`src/dmb_config.svh`:
```
`ifndef DMB_CONFIG_SVH
`define DMB_CONFIG_SVH

////////////////////////////////////////////////////////////////////////////
// Bus widths
////////////////////////////////////////////////////////////////////////////

`define DMB_DATA_W      16
`define DMB_ADDR_W      16
`define DMB_CMD_W       8
`define DMB_DEV_W       4

////////////////////////////////////////////////////////////////////////////
// JTAG engines and timing
////////////////////////////////////////////////////////////////////////////

// FE boards, MB controller, controller PROM, bus PROM
`define DMB_NUM_JTAG    4
// Free-running divider, one period of the slowest TCK
`define DMB_CLKCNT_W    5
// Init phase length in slowest-TCK ticks
`define DMB_INIT_TICKS  32

// Returned in the upper byte of the status word
`define DMB_IDENT       8'hD7

`endif

```
`src/dmb_bus_pkg.sv`:
```
`include "dmb_config.svh"

package dmb_bus_pkg;

	// Data word on the crate bus
	typedef logic [`DMB_DATA_W-1:0] bus_data_t;

	// Full register address
	typedef logic [`DMB_ADDR_W-1:0] bus_addr_t;

	// Address bits 15 to 12
	typedef logic [`DMB_DEV_W-1:0] dev_num_t;

	// Address bits 7 to 0, count nibble over op nibble
	typedef logic [`DMB_CMD_W-1:0] cmd_t;

	// One bit per JTAG engine
	typedef logic [`DMB_NUM_JTAG-1:0] jtag_sel_t;

endpackage

```
`src/clk_en_gen.sv`:
```
`timescale 1ns/1ps
`include "dmb_config.svh"

module clk_en_gen
	import dmb_bus_pkg::*;
(
	input  logic      fastclk,
	input  logic      jtimer_clr,
	output jtag_sel_t tck_en_o,
	output jtag_sel_t neg_tck_en_o,
	output logic      init_active_o
);

	localparam int INIT_CNT_W = $clog2(`DMB_INIT_TICKS + 1);
	localparam logic [INIT_CNT_W-1:0] INIT_LAST = `DMB_INIT_TICKS;
	localparam logic [`DMB_CLKCNT_W-1:0] CNT_HALF = 1 << (`DMB_CLKCNT_W - 1);

	logic [`DMB_CLKCNT_W-1:0] clkcnt;
	logic [INIT_CNT_W-1:0]    init_cnt;
	logic mid_en;
	logic neg_mid_en;
	logic slow_en;
	logic neg_slow_en;
	logic slow2_en;
	logic neg_slow2_en;

	always_ff @(posedge fastclk or posedge jtimer_clr) begin
		if (jtimer_clr) begin
			clkcnt       <= '0;
			mid_en       <= 1'b0;
			neg_mid_en   <= 1'b0;
			slow_en      <= 1'b0;
			neg_slow_en  <= 1'b0;
			slow2_en     <= 1'b0;
			neg_slow2_en <= 1'b0;
		end else begin
			clkcnt       <= clkcnt + 1'b1;
			// 4-cycle rate
			mid_en       <= (clkcnt[1:0] == 2'd0);
			neg_mid_en   <= (clkcnt[1:0] == 2'd2);
			// 16-cycle rate
			slow_en      <= (clkcnt[3:0] == 4'd0);
			neg_slow_en  <= (clkcnt[3:0] == 4'd8);
			// 32-cycle rate, a full counter wrap
			slow2_en     <= (clkcnt == '0);
			neg_slow2_en <= (clkcnt == CNT_HALF);
		end
	end

	// Engine order: FE boards, MB controller, controller PROM, bus PROM
	assign tck_en_o     = {slow2_en, slow2_en, mid_en, slow_en};
	assign neg_tck_en_o = {neg_slow2_en, neg_slow2_en, neg_mid_en, neg_slow_en};

	// Init phase counts slow ticks and then stops
	always_ff @(posedge fastclk or posedge jtimer_clr) begin
		if (jtimer_clr)
			init_cnt <= '0;
		else if (slow2_en && init_active_o)
			init_cnt <= init_cnt + 1'b1;
	end

	assign init_active_o = (init_cnt != INIT_LAST);

endmodule

```
`config.mk`:
```
export PLATFORM = sky130hd
export DESIGN_NAME = clk_en_gen
export DESIGN_NICKNAME = d
export VERILOG_FILES = /design/src/dmb_bus_pkg.sv /design/src/clk_en_gen.sv
export VERILOG_INCLUDE_DIRS = /design/src /design/src/src
export SDC_FILE = /design/constraint.sdc
export NUM_CORES = 1
export LEC_CHECK = 0
export BUFFER_PORTS_ARGS = -buffer_cell sky130_fd_sc_hd__buf_2
export CORE_UTILIZATION = 57
export DETAILED_ROUTE_END_ITERATION = 10
export GPL_TIMING_DRIVEN = 0
export PLACE_DENSITY = 0.8
export SLEW_MARGIN = 10
export SYNTH_ARGS = -nofsm -noshare
export SYNTH_HDL_FRONTEND = slang
export SYNTH_SLANG_ARGS = --single-unit
```
`constraint.sdc`:
```
create_clock -name fastclk -period 2.42 [get_ports fastclk]
set_clock_uncertainty 0.15 [all_clocks]
set_input_delay 0.605 -clock fastclk [delete_from_list [all_inputs] [get_ports fastclk]]
set_output_delay 0.605 -clock fastclk [all_outputs]
set_load 0.02 [all_outputs]
```
==> impl_summary.log <==
INFO  metric rows = 12
INFO  metric critPathArrivalTime = 1.51 ns
INFO  metric fmax = 440.9 MHz
INFO  metric powerDensity = 512.3 mW/mm2
INFO  metric grt-ovfl-total = 0
INFO  metric synthCells = 61
INFO  metric netlist.area_leader.share = 0.5601
INFO  metric minimum_setup_slack_among_reg_to_reg_paths = 0.81 ns
INFO  metric final_util = 0.7286
INFO  metric finalNetCount = 83
INFO  metric wl_per_cell = 11.72 um
INFO  metric path_clk_slew = 0.10 ns
INFO  metric clock_tree.htree_level_count = 1
INFO  metric num_antenna_cells = 0
INFO  metric synth_simple_gate_area_share = 0.1153
INFO  metric netlist_top_cells_area = sky130_fd_sc_hd__dfrtp_1 56%, sky130_fd_sc_hd__ha_1 8.2%, sky130_fd_sc_hd__buf_4 7.9%
INFO  metric filler_cell_count = 92
INFO  metric cts.sink_count = 17
INFO  metric die-area = 0.001482 mm2
INFO  metric clk_latency = 0.28 ns
INFO  metric cts_resized = 0
INFO  metric finalWorstPathRequiredPeriod = 2.268 ns
INFO  metric cts_tree = built
INFO  metric endpoint_kind = primary output
INFO  metric postSynthNetCount = 68
INFO  metric yosys_warnings = 0
INFO  metric grt_util_met1 = 0.2344
INFO  metric dr.pass1.iters = 4
INFO  metric clockBufferDepth = 2
INFO  metric setup.worst_path.start = init_cnt[2]$_DFFE_PP0P_
INFO  metric outcome = finished, final reports clean
INFO  metric antenna_violations_before_repair = 0
INFO  metric timing.critical_path.fanout_max = 5
INFO  metric drt_iter0_drc = 7
INFO  metric postRouteWirelength = 1043 um
INFO  metric largest_family_of_logic_cells_by_synthesized_area = simple AND/OR/NAND/NOR gates
INFO  metric data_required_time_of_the_critical_path = 1.66 ns
INFO  metric post_synth_num_cell_types = 20
INFO  metric grt_busiest_layer = met2
INFO  metric mappedNetlistArea = 759.5 um2
INFO  metric max_slew.worst_pin.slew = 0.6156 ns
INFO  metric cts_made_buffers = 3
INFO  metric final_hold_viol_count = 0
INFO  metric final.period_utilization = 0.9373
INFO  metric ys_ff_latch = 17
INFO  metric via_per_inst = 5.079
INFO  metric leakage = 0.4304 nW
INFO  metric critPathKind = flop to primary output
INFO  metric regToRegEndpoint = init_cnt[1]$_DFFE_PP0P_
INFO  metric grt.total_usage = 0.1953
INFO  metric slew_violations = 0
INFO  metric design.portCount = 11
INFO  metric cts-hold-fix-buffers = 0
INFO  metric synth_top_cell_by_area = sky130_fd_sc_hd__dfrtp_1
INFO  metric timing.slew.headroom = 0.5891
INFO  metric yosys.area_share.xor_xnor = 0.08072
INFO  metric placeableCoreArea = 0.001171 mm2
INFO  metric synth-adder-area-share = 0.08237
INFO  metric final_layout_size_suffix_gt1_frac = 0.3200
INFO  metric total_half_perimeter_wirelength_after_legalization_and_detailed_placement = 777.7 um
INFO  metric use_met2 = 0.3292
INFO  metric grt_first_pass_wirelength = 1876 um
INFO  metric worst_setup_path_start_kind = flop
INFO  metric io_buffers = 10
INFO  metric setup_total_negative_slack = 0 ns
INFO  metric clockRootBuffer = sky130_fd_sc_hd__clkbuf_4
INFO  metric grt_start_max_net_pins = 18
INFO  metric hold_path.class = input port to async pin
INFO  metric ir_drop = 0.3636 mV
INFO  metric gr-usage-met3 = 0.03488
INFO  metric start_util = 0.6485
INFO  metric timing.final.setup_violations = 0
INFO  metric r2r_cells = 3
INFO  metric first_global_vias = 455
INFO  metric die_w = 38.50 um
INFO  metric number_of_vias_after_detailed_routing = 452
INFO  metric r2r-start = init_cnt[2]$_DFFE_PP0P_
INFO  metric synth.yosys.seq_area_share = 0.5601
INFO  metric drc = 0
INFO  metric final_antenna_net_count = 0
INFO  metric area_growth = 12.36%
INFO  metric synthMuxAreaShare = 0.01977
INFO  metric cap_violations = 0
INFO  metric postSynthAreaPerCell = 12.45 um2
INFO  metric place.gp.congestion = 0.7455
INFO  metric fp.dieH = 38.50 um
INFO  metric count_of_buffers_added_by_post_cts_timing_repair_for_setup = 0
INFO  metric synth_compound_area_frac = 0.03789
INFO  metric unrepaired_setup_endpoints_after_global_routing = no
==> cells by family after synthesis <==
group	Yosys count
xor+xnor	7
mux	1
fa+ha+maj	5
simple gates	15
compound gates	3
flops	17
buf+inv	13
==> critical path, cell delays in order (launching register included) <==
cell	delay, ns
sky130_fd_sc_hd__dfrtp_1	0.43
sky130_fd_sc_hd__or3_4	0.44
sky130_fd_sc_hd__or2_1	0.21
sky130_fd_sc_hd__buf_2	0.15
==> placed cells by master, fill, tap and decap left out, types with 2 or more instances in the layout <==
cell type,n
sky130_fd_sc_hd__buf_2,10
sky130_fd_sc_hd__inv_1,5
sky130_fd_sc_hd__nand2_1,4
sky130_fd_sc_hd__xor2_1,2
sky130_fd_sc_hd__clkbuf_4,3
sky130_fd_sc_hd__dfrtp_1,17
sky130_fd_sc_hd__nand3_1,2
sky130_fd_sc_hd__buf_4,8
sky130_fd_sc_hd__nand4_1,2
sky130_fd_sc_hd__ha_1,5
sky130_fd_sc_hd__xnor2_1,5
==> synthesized netlist by cell type, drive strengths merged <==
cell	n
dfrtp	17
buf	8
ha	5
inv	5
xnor2	5
nand2	4
nand3	2
nand4	2
o21ai	2
xor2	2
and2	1
and3b	1
mux2	1
nor2	1
nor2b	1
nor3b	1
o21bai	1
or2	1
or3	1
==> power breakdown <==
group / internal, mW / switching (mW) / total (mW)
registers: 0.284 / 0 / 0.284
clock network: 0.0639 / 0.0835 / 0.147
logic: 0.000653 / 0.00523 / 0.00588
total: 0.348 / 0.0888 / 0.437
==> state kept, by name, indices dropped and copies added, names as in the netlist <==
name	count
neg_mid_en	1
mid_en	1
neg_slow_en	1
slow_en	1
neg_slow2_en	1
clkcnt	5
init_cnt	6
slow2_en	1
==> metal layers <==
metal | up-vias | wire, um | part of all wire
met4 | 0 | 14 | 0.013
met1 | 216 | 479 | 0.46
li1 | 218 | - | -
met5 | - | 0 | 0
met3 | 2 | 45 | 0.043
met2 | 16 | 503 | 0.48
==> cell type report <==
| type | instances | area, um2 | area share |
|---|---|---|---|
| inverters | 5 | 18.77 | 0.02199 |
| clock buffers | 4 | 26.28 | 0.03079 |
| well taps | 14 | 17.52 | 0.02053 |
| multi-input cells | 31 | 255.2 | 0.2991 |
| repair buffers | 10 | 50.05 | 0.05865 |
| flip-flops and latches | 17 | 425.4 | 0.4985 |
| plain buffers | 8 | 60.06 | 0.07038 |
==> stage by stage <==
step	hold slack, ns	area [um2]	cells	setup WS [ns]	power (mW)
floorplan	0.2866	759.5	61	0.5730	0.2937
global placement	0.3059	827.0	85	0.4818	0.2955
detailed placement	0.3073	827.0	85	0.4583	0.2958
CTS	0.2523	853.3	89	0.1433	0.4387
global route	0.2831	853.3	89	0.09598	0.4501
finish	0.2307	853.3	89	0.1518	0.4371
==> how the worst max path moves through the flow <==
stage,endpoint
after CTS,init_active_o
final,init_active_o
after global placement,init_active_o
after detailed placement,init_active_o
after floorplan,init_active_o
after global routing,init_active_o
Note: power is estimated with default switching activity, not from simulation.
