## config.mk

```make
export PLATFORM = sky130hd
export DESIGN_NAME = readback_mux
export DESIGN_NICKNAME = d
export VERILOG_FILES = /design/src/dmb_bus_pkg.sv /design/src/readback_mux.sv
export VERILOG_INCLUDE_DIRS = /design/src /design/src/src
export SDC_FILE = /design/constraint.sdc
export NUM_CORES = 1
export LEC_CHECK = 0
export ABC_AREA = 1
export BUFFER_PORTS_ARGS = -buffer_cell sky130_fd_sc_hd__clkbuf_2
export CORE_AREA = 10 10 62 64
export CTS_BUF_LIST = sky130_fd_sc_hd__clkbuf_2 sky130_fd_sc_hd__clkbuf_4 sky130_fd_sc_hd__clkbuf_8
export DETAILED_ROUTE_END_ITERATION = 8
export DIE_AREA = 0 0 72 74
export PLACE_DENSITY_LB_ADDON = 0.1
export SYNTH_ARGS = -nofsm -noshare
export SYNTH_HDL_FRONTEND = slang
export SYNTH_SLANG_ARGS = --single-unit
```

## constraint.sdc

```tcl
create_clock -name fastclk -period 1.8 [get_ports fastclk]
set_input_delay 0.27 -clock fastclk [delete_from_list [all_inputs] [get_ports fastclk]]
set_output_delay 0.27 -clock fastclk [all_outputs]
set_load 0.005 [all_outputs]
```

## src/dmb_config.svh

```systemverilog
`ifndef DMB_CONFIG_SVH
`define DMB_CONFIG_SVH

////////////////////////////////////////////////////////////////////////////
// Bus widths
////////////////////////////////////////////////////////////////////////////

`define DMB_DATA_W      16
`define DMB_ADDR_W      16
`define DMB_CMD_W       8
`define DMB_DEV_W       4

////////////////////////////////////////////////////////////////////////////
// JTAG engines and timing
////////////////////////////////////////////////////////////////////////////

// FE boards, MB controller, controller PROM, bus PROM
`define DMB_NUM_JTAG    4
// Free-running divider, one period of the slowest TCK
`define DMB_CLKCNT_W    5
// Init phase length in slowest-TCK ticks
`define DMB_INIT_TICKS  32

// Returned in the upper byte of the status word
`define DMB_IDENT       8'hD7

`endif

```

## src/dmb_bus_pkg.sv

```systemverilog
`include "dmb_config.svh"

package dmb_bus_pkg;

	// Data word on the crate bus
	typedef logic [`DMB_DATA_W-1:0] bus_data_t;

	// Full register address
	typedef logic [`DMB_ADDR_W-1:0] bus_addr_t;

	// Address bits 15 to 12
	typedef logic [`DMB_DEV_W-1:0] dev_num_t;

	// Address bits 7 to 0, count nibble over op nibble
	typedef logic [`DMB_CMD_W-1:0] cmd_t;

	// One bit per JTAG engine
	typedef logic [`DMB_NUM_JTAG-1:0] jtag_sel_t;

endpackage

```

## src/readback_mux.sv

```systemverilog
`timescale 1ns/1ps
`include "dmb_config.svh"

module readback_mux
	import dmb_bus_pkg::*;
(
	input  logic      fastclk,
	input  logic      jtimer_clr,
	input  logic      ds_i,
	input  jtag_sel_t done_i,
	input  bus_data_t port_rdata_i [`DMB_NUM_JTAG],
	input  logic      stat_rd_i,
	input  logic      init_active_i,
	output logic      dtack_o,
	output bus_data_t rdata_o
);

	bus_data_t stat_word;
	bus_data_t port_word;

	// Ident byte on top, init flag in bit 4
	assign stat_word = {`DMB_IDENT, 3'b000, init_active_i, 4'h0};

	// At most one engine finishes per access
	always_comb begin
		port_word = '0;
		for (int k = 0; k < `DMB_NUM_JTAG; k++) begin
			if (done_i[k])
				port_word = port_word | port_rdata_i[k];
		end
	end

	always_ff @(posedge fastclk or posedge jtimer_clr) begin
		if (jtimer_clr)
			dtack_o <= 1'b0;
		else if (stat_rd_i || (|done_i))
			dtack_o <= 1'b1;
		else if (!ds_i)
			dtack_o <= 1'b0;
	end

	// Held steady until the next access completes
	always_ff @(posedge fastclk) begin
		if (stat_rd_i)
			rdata_o <= stat_word;
		else if (|done_i)
			rdata_o <= port_word;
	end

endmodule

```

==> results of run 1 <==
-- state kept, by name, indices dropped and copies added (netlist names) --
name     count
rdata_o     16
dtack_o      1
-- area by class of cell --
class	count	area, um2
Clock buffer	3	22.5
Clock inverter	1	5.00
Fill cell	297	1140
Inverter	2	7.51
Multi-Input combinational cell	148	641
Sequential cell	17	355
Tap cell	31	38.8
Timing Repair Buffer	90	455
-- per-stage QoR --
stage	worst slack [ps]	area [um2]	hold WS, ps
floorplan	694	1100	-1.29
global placement	516	1490	85.8
detailed placement	507	1490	88.0
CTS	724	1530	185
global route	689	1530	175
finish	743	1530	186
-- worst paths after layout --
check,endpoint
hold / removal,dtack_o
setup reg to reg,rdata_o[6]
min in group asynchronous,dtack_o
max in group asynchronous,dtack_o
hold reg to reg,dtack_o
setup / recovery,rdata_o[6]
-- cell families (layout without fill, tap and decap cells) --
group / count (synthesis) / count (layout) / synth area share
compound gates: 11 / 11 / 0.0557
buf+inv: 13 / 96 / 0.0954
flops: 17 / 17 / 0.323
simple gates: 137 / 137 / 0.526
-- power by group --
part / leakage (nW) / internal [mW] / total [mW] / switching, mW
Clock: 0.0177 / 0.0823 / 0.197 / 0.115
Sequential: 0.145 / 0.408 / 0.423 / 0.0147
Combinational: 0.756 / 0.119 / 0.242 / 0.124
Total: 0.918 / 0.609 / 0.862 / 0.253
-- layout by cell type, fill, tap and decap left out, drive strengths merged --
| master | netlist | layout |
|---|---|---|
| a21o | 1 | 1 |
| clkbuf | 1 | 92 |
| edfxtp | 1 | 1 |
| nor2 | 17 | 17 |
| nand2 | 98 | 98 |
| clkinv | 0 | 1 |
| dfxtp | 15 | 15 |
| dfrtp | 1 | 1 |
| dlygate4sd3 | 0 | 1 |
| nand3 | 22 | 22 |
| o21ai | 1 | 1 |
| a21oi | 9 | 9 |
| inv | 2 | 2 |
-- layer usage --
layer | global-route usage | up-vias | share of wire
met2 | 0.228 | 62 | 0.48
met4 | 0.0323 | 0 | 0.0070
li1 | - | 724 | -
met3 | 0.0572 | 2 | 0.11
met1 | 0.147 | 557 | 0.40
met5 | 0 | - | 0
==> qor.csv, run 1 <==
stage;metric;value;unit
clock_tree;clock edge transition at the registers on the reported setup and hold paths;100;ps
timing;normalized max-slew margin;0.695;
floorplan;io pins;90;
detailed_routing;drt drc;0;
hold_path;Worst Hold Path Cells;2;
global_routing;initial antenna violation count;0;
critical_path;Critical Path Max Stage Delay;380;ps
clock_tree;CTS sink count;17;
critical_path;Worst EP arrival;790;ps
floorplan;Die Height;74;um
layout;fin cells;292;
clock_tree;CTS buffer count;3;
power_and_ir_drop;Cell Pwr Density;565;nW/um2
layout;share of cells above drive strength 1;0.372;
critical_path;CP max stage cell;dfxtp_1;
global_routing;vias in the first global route;1345;
critical_path;Required @ worst endpoint;1530;ps
critical_path;WP buf/inv;1;
yosys;Synth top area share;0.334;
critical_path;CP Launch Type;flop;
placed_design;DP Cell Count;287;
yosys;distinct cell type count after synthesis;17;
timing;RSZ-0062 raised after global routing;no;
floorplan;initial core utilization;0.414;
floorplan;Horiz. Die Dim;72;um
floorplan;row cnt;19;
layout;Area Overhead vs Synth;38.5;%
run;maxcap violations;0;
detailed_routing;WL final;3.56;mm
yosys;cell taking the most area after synthesis;nand2_1;
power_and_ir_drop;worst vdd ir;0.354;mV
yosys;top-count cell post-synth;nand2_1;
yosys;YS warnings;0;
global_routing;global-route wire length before repair;5.89;mm
yosys;Commonest cells post-synth;nand2_1 (98), nand3_1 (21), dfxtp_1 (15), nor2_1 (15), a21oi_1 (8);
critical_path;critical path depth;1;
critical_path;worst r2r src;rdata_o[6];
critical_path;CP Launch Point;rdata_o[6];
timing;pins over their slew limit;0;
critical_path;CP max FO;2;
run_status;status;completed;
hold_path;hold path startpoint;ds_i;
detailed_routing;vias after detailed routing;1345;
yosys;gate count of the mapped netlist;178;
global_routing;GRT overflow;0;
yosys;area of the mapped netlist;1100;um2
placed_design;input/output buffers;89;
timing;worst slew pin tran;457;ps
yosys;ys async rst share;0.0588;
clock_tree;CTS resizes;0;
global_routing;all-layer global routing usage;0.132;
detailed_routing;vias per std cell;4.61;
clock_tree;H-tree levels;1;
clock_tree;hold_buf cts;1;
power_and_ir_drop;Pleak;0.918;nW
timing;Fin Setup TNS;0;ps
timing;crit path time final;1060;ps
power_and_ir_drop;Pwr Total;862;uW
yosys;Synth Register Bits;17;
yosys;top cells by area, synth;nand2_1 (33%), dfxtp_1 (27%), nand3_1 (9.5%), nor2_1 (5.1%), buf_4 (4.1%);
timing;fmax;946;MHz
timing;Tcrit/Tclk final;0.587;
timing;Fin Clk Skew;0;ps
layout;Post-Route Utilization;0.573;
layout;Diodes inserted;0;
critical_path;kind of end point of the critical path;primary output;
critical_path;Crit Path Category;flop to primary output;
floorplan;die area;5330;um2
detailed_routing;Final ANT Viol Nets;0;
critical_path;Top delay family on crit path;flip-flops;
yosys;sequential-to-total area share from yosys stat;0.323;
yosys;syn nets;251;
detailed_routing;initial drt markers;67;
timing;hold violation count in the final report;0;
layout;nets;335;
clock_tree;Root Buffer Master;clkbuf_4;
yosys;Avg Inst Size Synth;6.19;um2
critical_path;R2R Setup Slk;1140;ps
detailed_routing;router iterations before antenna repair;4;
clock_tree;CTS tree;built;
floorplan;Core Region;2660;um2
yosys;ys flop type;dfxtp_1;
clock_tree;clk_lat worst skew;280;ps
global_routing;largest net degree at the start of global routing;18;
critical_path;CP Cell Sequence;clkbuf_2;
placed_design;detailed placement HPWL;2.97;mm
clock_tree;Post-CTS Repair Setup Buffers;0;
detailed_routing;WL/cell;12.2;um
clock_tree;clock buffer depth;2;
hold_path;Hold Crit Class;primary input to flop;
critical_path;R2R cell count;2;
placed_design;final RePlAce weighted congestion;0.701;
yosys;Post-synth EDFFs;1;
timing;# setup viols final;0;
Note: power is estimated with default switching activity, not from simulation.
==> run 2, diff against run 1 <==
--- a/config.mk
+++ b/config.mk
@@ -8,10 +8,10 @@
 export LEC_CHECK = 0
 export ABC_AREA = 1
 export BUFFER_PORTS_ARGS = -buffer_cell sky130_fd_sc_hd__clkbuf_2
-export CORE_AREA = 10 10 62 64
+export CORE_AREA = 10 10 67 69
 export CTS_BUF_LIST = sky130_fd_sc_hd__clkbuf_2 sky130_fd_sc_hd__clkbuf_4 sky130_fd_sc_hd__clkbuf_8
 export DETAILED_ROUTE_END_ITERATION = 8
-export DIE_AREA = 0 0 72 74
+export DIE_AREA = 0 0 77 79
 export PLACE_DENSITY_LB_ADDON = 0.1
 export SYNTH_ARGS = -nofsm -noshare
 export SYNTH_HDL_FRONTEND = slang
==> constraint.sdc (replaced) <==
create_clock -name fastclk -period 0.87 [get_ports fastclk]
set_input_delay 0.1305 -clock fastclk [delete_from_list [all_inputs] [get_ports fastclk]]
set_output_delay 0.1305 -clock fastclk [all_outputs]
set_load 0.005 [all_outputs]
==> qor.csv, run 2 (same netlist as run 1, synthesis figures left out) <==
stage;metric;value;unit;change
critical_path;CP max stage cell;dfrtp_1;;
critical_path;Crit Path Category;flop to primary output;;
hold_path;hold path startpoint;ds_i;;
layout;Largest regs;rdata_o x16, dtack_o x1;;
detailed_routing;vias after detailed routing;1449;;+7.7%
placed_design;detailed placement HPWL;3.61;mm;+22%
power_and_ir_drop;switch share;0.288;;-0.00583
power_and_ir_drop;P_sw;584;uW;+130%
placed_design;final RePlAce weighted congestion;0.759;;+8.3%
timing;final hold slack;41.5;ps;-145 ps
critical_path;worst r2r src;rdata_o[2];;
clock_tree;clock buffer depth;2;;unchanged
critical_path;Required @ worst endpoint;740;ps;-790 ps
timing;worst setup margin;-75.3;ps;-818 ps
floorplan;row cnt;21;;+2
placed_design;input/output buffers;89;;unchanged
layout;Top reg by flops;rdata_o;;
hold_path;Hold Crit Class;primary input to flop;;
clock_tree;clock edge transition at the registers on the reported setup and hold paths;100;ps;about the same
detailed_routing;initial drt markers;39;;-42%
floorplan;io pins;90;;unchanged
layout;most common cell after layout, fill and taps aside;nand2_1;;
run_status;status;complete, but fails checks;;
timing;# setup viols final;12;;+12
detailed_routing;vias per std cell;4.39;;-4.7%
layout;Largest register FFs;16;;unchanged
layout;most frequent cells in the layout;nand2_1 (98), clkbuf_2 (78), nand3_1 (21);;
critical_path;CP max FO;2;;unchanged
critical_path;Worst EP arrival;810;ps;+20 ps
floorplan;Core Region;3230;um2;+21%
power_and_ir_drop;Int Pwr;1.45;mW;+140%
clock_tree;CTS buffer count;3;;unchanged
timing;pins over their slew limit;0;;unchanged
timing;worst slew pin tran;219;ps;-238 ps
critical_path;R2R Setup Slk;50;ps;-1090 ps
run_status;failing checks;negative setup slack;;
timing;Fin Setup TNS;-181;ps;-181 ps
power_and_ir_drop;worst vdd ir;0.389;mV;+10%
global_routing;initial antenna violation count;0;;unchanged
power_and_ir_drop;clock network power share;0.228;;about the same
layout;share of cells above drive strength 1;0.475;;+0.104
layout;fin cells;330;;+13%
power_and_ir_drop;sequential power share;0.440;;-0.050
layout;area occupied by multi-input gates;641;um2;unchanged
critical_path;CP Cell Sequence;clkbuf_2;;
timing;normalized max-slew margin;0.854;;+0.158
critical_path;CP Launch Point;dtack_o;;
global_routing;all-layer global routing usage;0.132;;-0.000816
clock_tree;H-tree levels;1;;unchanged
clock_tree;CTS sink count;17;;unchanged
timing;Fin Clk Skew;0;ps;unchanged
clock_tree;CTS tree;built;;
critical_path;kind of end point of the critical path;primary output;;
floorplan;initial core utilization;0.341;;-0.0728
detailed_routing;router iterations before antenna repair;4;;unchanged
detailed_routing;WL final;4.21;mm;+18%
critical_path;Top delay family on crit path;flip-flops;;
global_routing;GRT overflow;0;;unchanged
detailed_routing;WL/cell;12.8;um;+4.6%
power_and_ir_drop;Combinational Power Share;0.332;;+0.051
critical_path;Worst setup endpoint;dtack_o;;
floorplan;Die Height;79;um;+6.8%
floorplan;Horiz. Die Dim;77;um;+6.9%
power_and_ir_drop;Pwr Total;2.03;mW;+140%
critical_path;Critical Path Max Stage Delay;400;ps;+20 ps
placed_design;DP Cell Count;317;;+10%
timing;RSZ-0062 raised after global routing;yes;;
timing;crit path time final;945;ps;
clock_tree;Root Buffer Master;clkbuf_4;;
global_routing;global-route wire length before repair;6.75;mm;+15%
layout;# fillers;369;;+24%
global_routing;largest net degree at the start of global routing;10;;-8
critical_path;R2R cell count;4;;+2
critical_path;WP buf/inv;1;;unchanged
timing;fmax;1060;MHz;
layout;FF+latch area;374;um2;+5.3%
layout;Diodes inserted;0;;unchanged
global_routing;vias in the first global route;1556;;+16%
floorplan;die area;6080;um2;+14%
timing;hold violation count in the final report;0;;unchanged
power_and_ir_drop;Cell Pwr Density;1100;nW/um2;+95%
critical_path;critical path depth;1;;unchanged
timing;Tcrit/Tclk final;1.09;;
detailed_routing;Final ANT Viol Nets;0;;unchanged
clock_tree;clk_lat worst skew;290;ps;about the same
power_and_ir_drop;Pleak;1.07;nW;+16%
detailed_routing;drt drc;0;;unchanged
critical_path;CP Launch Type;flop;;
run;maxcap violations;0;;unchanged
layout;Area Overhead vs Synth;67.5;%;
critical_path;r2r endpoint;rdata_o[2];;
layout;nets;358;;+6.9%
-- run 2: changes by cell type in the layout (fill, tap and decap cells not counted), moves of 3 or more --
| cell | change |
|---|---|
| buf_4 | +20 |
| clkbuf_2 | -11 |
| buf_12 | +3 |
| buf_6 | +11 |
| dfxtp_1 | -15 |
| dfxtp_2 | +15 |
-- run 2: worst min path at each step --
stage / endpoint / slack (ps) / cells past startpoint
global placement: dtack_o / -50 / 2
CTS: dtack_o / 50 / 2
floorplan: dtack_o / -140 / 1
global route: dtack_o / 50 / 2
finish: dtack_o / 40 / 2
detailed placement: dtack_o / -40 / 2
-- run 2: final cells by class --
type / count / area share
clock buffers: 4 / 0.0163
inverters: 2 / 0.00407
multi-input cells: 148 / 0.347
flip-flops and latches: 17 / 0.203
well taps: 46 / 0.0312
repair buffers: 113 / 0.398
-- run 2: power groups by stage --
stage	Sequential [mW]	Clock (mW)	Combinational, mW
6_report	0.894	0.463	0.675
5_1_grt	0.900	0.518	0.762
3_5_place_dp	0.893	0	0.596
2_1_floorplan	0.895	0	0.294
3_3_place_gp	0.891	0	0.596
4_1_cts	0.882	0.468	0.632
-- run 2: what timing repair did --
item / in CTS / in global routing
hold buffers: 1 / 0
resized for setup: 15 / 19
setup endpoints to repair: 17 / 17
pin swaps: 0 / 0
endpoints found under the hold margin: 1 / 0
setup buffers: 6 / 2
-- run 2: per-layer routing --
| layer | up-vias | global-route usage | part of all wire | wire length, um |
|---|---|---|---|---|
| li1 | 768 | - | - | - |
| met1 | 627 | 0.141 | 0.40 | 1670 |
| met2 | 52 | 0.245 | 0.52 | 2200 |
| met3 | 2 | 0.0428 | 0.076 | 318 |
| met4 | 0 | 0.0328 | 0.0040 | 17 |
| met5 | - | 0 | 0 | 0 |
-- run 2: stage by stage --
| stage | worst slack (ps) | util | cell area, um2 |
|---|---|---|---|
| after CTS | -85.4 | 0.545 | 1760 |
| final | -75.3 | 0.571 | 1840 |
| after global placement | -95.8 | 0.513 | 1660 |
| after global routing | -113 | 0.571 | 1840 |
| after floorplan | -8.73 | - | 1130 |
| after detailed placement | -96.4 | 0.513 | 1660 |
==> run 3, diff against run 2 <==
--- a/config.mk
+++ b/config.mk
@@ -8,10 +8,10 @@
 export LEC_CHECK = 0
 export ABC_AREA = 1
 export BUFFER_PORTS_ARGS = -buffer_cell sky130_fd_sc_hd__clkbuf_2
-export CORE_AREA = 10 10 67 69
+export CORE_AREA = 10 10 64 66
 export CTS_BUF_LIST = sky130_fd_sc_hd__clkbuf_2 sky130_fd_sc_hd__clkbuf_4 sky130_fd_sc_hd__clkbuf_8
 export DETAILED_ROUTE_END_ITERATION = 8
-export DIE_AREA = 0 0 77 79
+export DIE_AREA = 0 0 74 76
 export PLACE_DENSITY_LB_ADDON = 0.1
 export SYNTH_ARGS = -nofsm -noshare
 export SYNTH_HDL_FRONTEND = slang
==> constraint.sdc (replaced) <==
create_clock -name fastclk -period 0.9 [get_ports fastclk]
set_input_delay 0.135 -clock fastclk [delete_from_list [all_inputs] [get_ports fastclk]]
set_output_delay 0.135 -clock fastclk [all_outputs]
set_load 0.005 [all_outputs]
==> qor.csv, run 3 (same netlist as run 1, synthesis figures left out) <==
stage;metric;value;unit;change
floorplan;row cnt;20;;-4.8%
critical_path;Required @ worst endpoint;760;ps;+20 ps
critical_path;CP max FO;2;;unchanged
timing;normalized max-slew margin;0.822;;-0.0316
clock_tree;Root Buffer Master;clkbuf_4;;
layout;Top reg by flops;rdata_o;;
power_and_ir_drop;Int Pwr;1.33;mW;-7.8%
timing;worst slew pin tran;267;ps;+47.4 ps
floorplan;Core Region;2930;um2;-9.4%
critical_path;R2R cell count;3;;-1
timing;Tcrit/Tclk final;1.03;;
detailed_routing;drt drc;0;;unchanged
timing;crit path time final;929;ps;
critical_path;CP max stage cell;dfrtp_1;;
detailed_routing;Final ANT Viol Nets;0;;unchanged
timing;hold violation count in the final report;0;;unchanged
timing;Fin Setup TNS;-44.9;ps;+136 ps
global_routing;GRT overflow;0;;unchanged
timing;RSZ-0062 raised after global routing;yes;;
critical_path;worst r2r src;rdata_o[6];;
critical_path;r2r endpoint;rdata_o[6];;
power_and_ir_drop;Pleak;1.05;nW;-1.8%
power_and_ir_drop;sequential power share;0.455;;+0.015
global_routing;largest net degree at the start of global routing;13;;+3
critical_path;CP Launch Type;flop;;
detailed_routing;vias after detailed routing;1451;;+0.14%
power_and_ir_drop;switch share;0.294;;+0.00596
clock_tree;CTS tree;built;;
layout;Diodes inserted;0;;unchanged
global_routing;all-layer global routing usage;0.143;;+0.0118
power_and_ir_drop;worst vdd ir;0.841;mV;+120%
hold_path;Hold Crit Class;primary input to flop;;
run_status;failing checks;negative setup slack;;
layout;Post-Route Utilization;0.610;;+0.0392
layout;Area Overhead vs Synth;62.2;%;
layout;nets;356;;-0.56%
clock_tree;clock buffer depth;2;;unchanged
critical_path;R2R Setup Slk;180;ps;+130 ps
detailed_routing;WL/cell;13.0;um;+2.0%
layout;Largest register FFs;16;;unchanged
power_and_ir_drop;P_sw;554;uW;-5.1%
floorplan;Horiz. Die Dim;74;um;-3.9%
critical_path;critical path depth;1;;unchanged
critical_path;CP Cell Sequence;clkbuf_2;;
placed_design;detailed placement HPWL;3.54;mm;-2.0%
layout;share of cells above drive strength 1;0.472;;-0.00372
critical_path;Worst setup endpoint;dtack_o;;
timing;fmax;1080;MHz;
floorplan;die area;5620;um2;-7.5%
timing;# setup viols final;2;;-10
layout;most common cell after layout, fill and taps aside;nand2_1;;
critical_path;Top delay family on crit path;flip-flops;;
clock_tree;CTS sink count;17;;unchanged
clock_tree;clk_lat worst skew;290;ps;about the same
placed_design;input/output buffers;89;;unchanged
timing;pins over their slew limit;0;;unchanged
layout;most frequent cells in the layout;nand2_1 (98), clkbuf_2 (82), nand3_1 (21);;
power_and_ir_drop;Combinational Power Share;0.330;;-0.002
critical_path;Crit Path Category;flop to primary output;;
global_routing;global-route wire length before repair;6.62;mm;-1.8%
clock_tree;H-tree levels;1;;unchanged
floorplan;initial core utilization;0.376;;+0.0354
floorplan;Die Height;76;um;-3.8%
detailed_routing;router iterations before antenna repair;4;;unchanged
critical_path;Worst EP arrival;790;ps;-20 ps
timing;worst setup margin;-29.5;ps;+45.8 ps
run_status;status;complete, but fails checks;;
clock_tree;CTS buffer count;3;;unchanged
detailed_routing;initial drt markers;57;;+46%
critical_path;CP Launch Point;dtack_o;;
global_routing;initial antenna violation count;0;;unchanged
critical_path;WP buf/inv;1;;unchanged
critical_path;Critical Path Max Stage Delay;390;ps;about the same
detailed_routing;vias per std cell;4.61;;+4.9%
floorplan;io pins;90;;unchanged
power_and_ir_drop;Cell Pwr Density;1060;nW/um2;-4.0%
run;maxcap violations;0;;unchanged
timing;Fin Clk Skew;0;ps;unchanged
power_and_ir_drop;clock network power share;0.216;;-0.012
hold_path;hold path startpoint;ds_i;;
global_routing;vias in the first global route;1515;;-2.6%
clock_tree;clock edge transition at the registers on the reported setup and hold paths;100;ps;about the same
critical_path;kind of end point of the critical path;primary output;;
placed_design;final RePlAce weighted congestion;0.790;;+4.2%
detailed_routing;WL final;4.10;mm;-2.6%
layout;Largest regs;rdata_o x16, dtack_o x1;;
[run 3: changes by cell type in the layout (fill, tap and decap cells not counted), sizes merged]
cell    before  now
clkbuf      82   85
clkinv       0    1
buf         34   28
[run 3: cell type report]
cell class,instances,area [um2]
Inverter,2,7.51
Sequential cell,17,374
Clock inverter,1,5.00
Tap cell,33,41.3
Multi-Input combinational cell,148,641
Fill cell,288,1140
Timing Repair Buffer,111,694
Clock buffer,3,22.5
[run 3: routing by layer]
metal	vias up	wire, um	global-route usage
li1	769	-	-
met1	620	1470	0.139
met2	56	2150	0.265
met3	6	407	0.0521
met4	0	75	0.0448
met5	-	0	0
[run 3: worst min-delay path by stage]
stage	to	slack, ps	cells past startpoint
after floorplan	dtack_o	-140	1
final	dtack_o	40	2
after detailed placement	dtack_o	-50	2
after CTS	dtack_o	40	2
after global placement	dtack_o	-50	2
after global routing	dtack_o	40	2
[run 3: through the flow]
step           std cells  instance area [um2]  hold slack (ps)  worst slack, ps  total power [mW]
3_3_place_gp         308                 1670            -50.0            -89.4              1.44
4_1_cts              313                 1720             39.4            -39.1              1.87
3_5_place_dp         308                 1670            -48.5            -97.3              1.45
2_1_floorplan        178                 1120             -136             12.2              1.15
6_report             315                 1790             43.6            -29.5              1.89
5_1_grt              315                 1790             36.0            -80.9              2.03
[run 3: worst reg2reg max path: stages (launching register included)]
cell	delay, ps
dfxtp_2	360
buf_4	110
nand3_2	70
a21oi_2	120
[run 3: what timing repair did]
action | 4_1_cts | 5_1_grt
gates resized for setup | 8 | 18
setup endpoints to repair | 10 | 17
buffers inserted | 0 | 2
gates cloned | 0 | 0
hold endpoints to repair | 1 | 0
hold buffers | 1 | 0
[run 3: power groups by stage]
stage / Combinational (mW) / Clock (mW) / Sequential, mW
2_1_floorplan: 0.282 / 0 / 0.866
3_3_place_gp: 0.584 / 0 / 0.860
3_5_place_dp: 0.591 / 0 / 0.862
4_1_cts: 0.597 / 0.420 / 0.850
5_1_grt: 0.702 / 0.465 / 0.866
6_report: 0.622 / 0.407 / 0.859
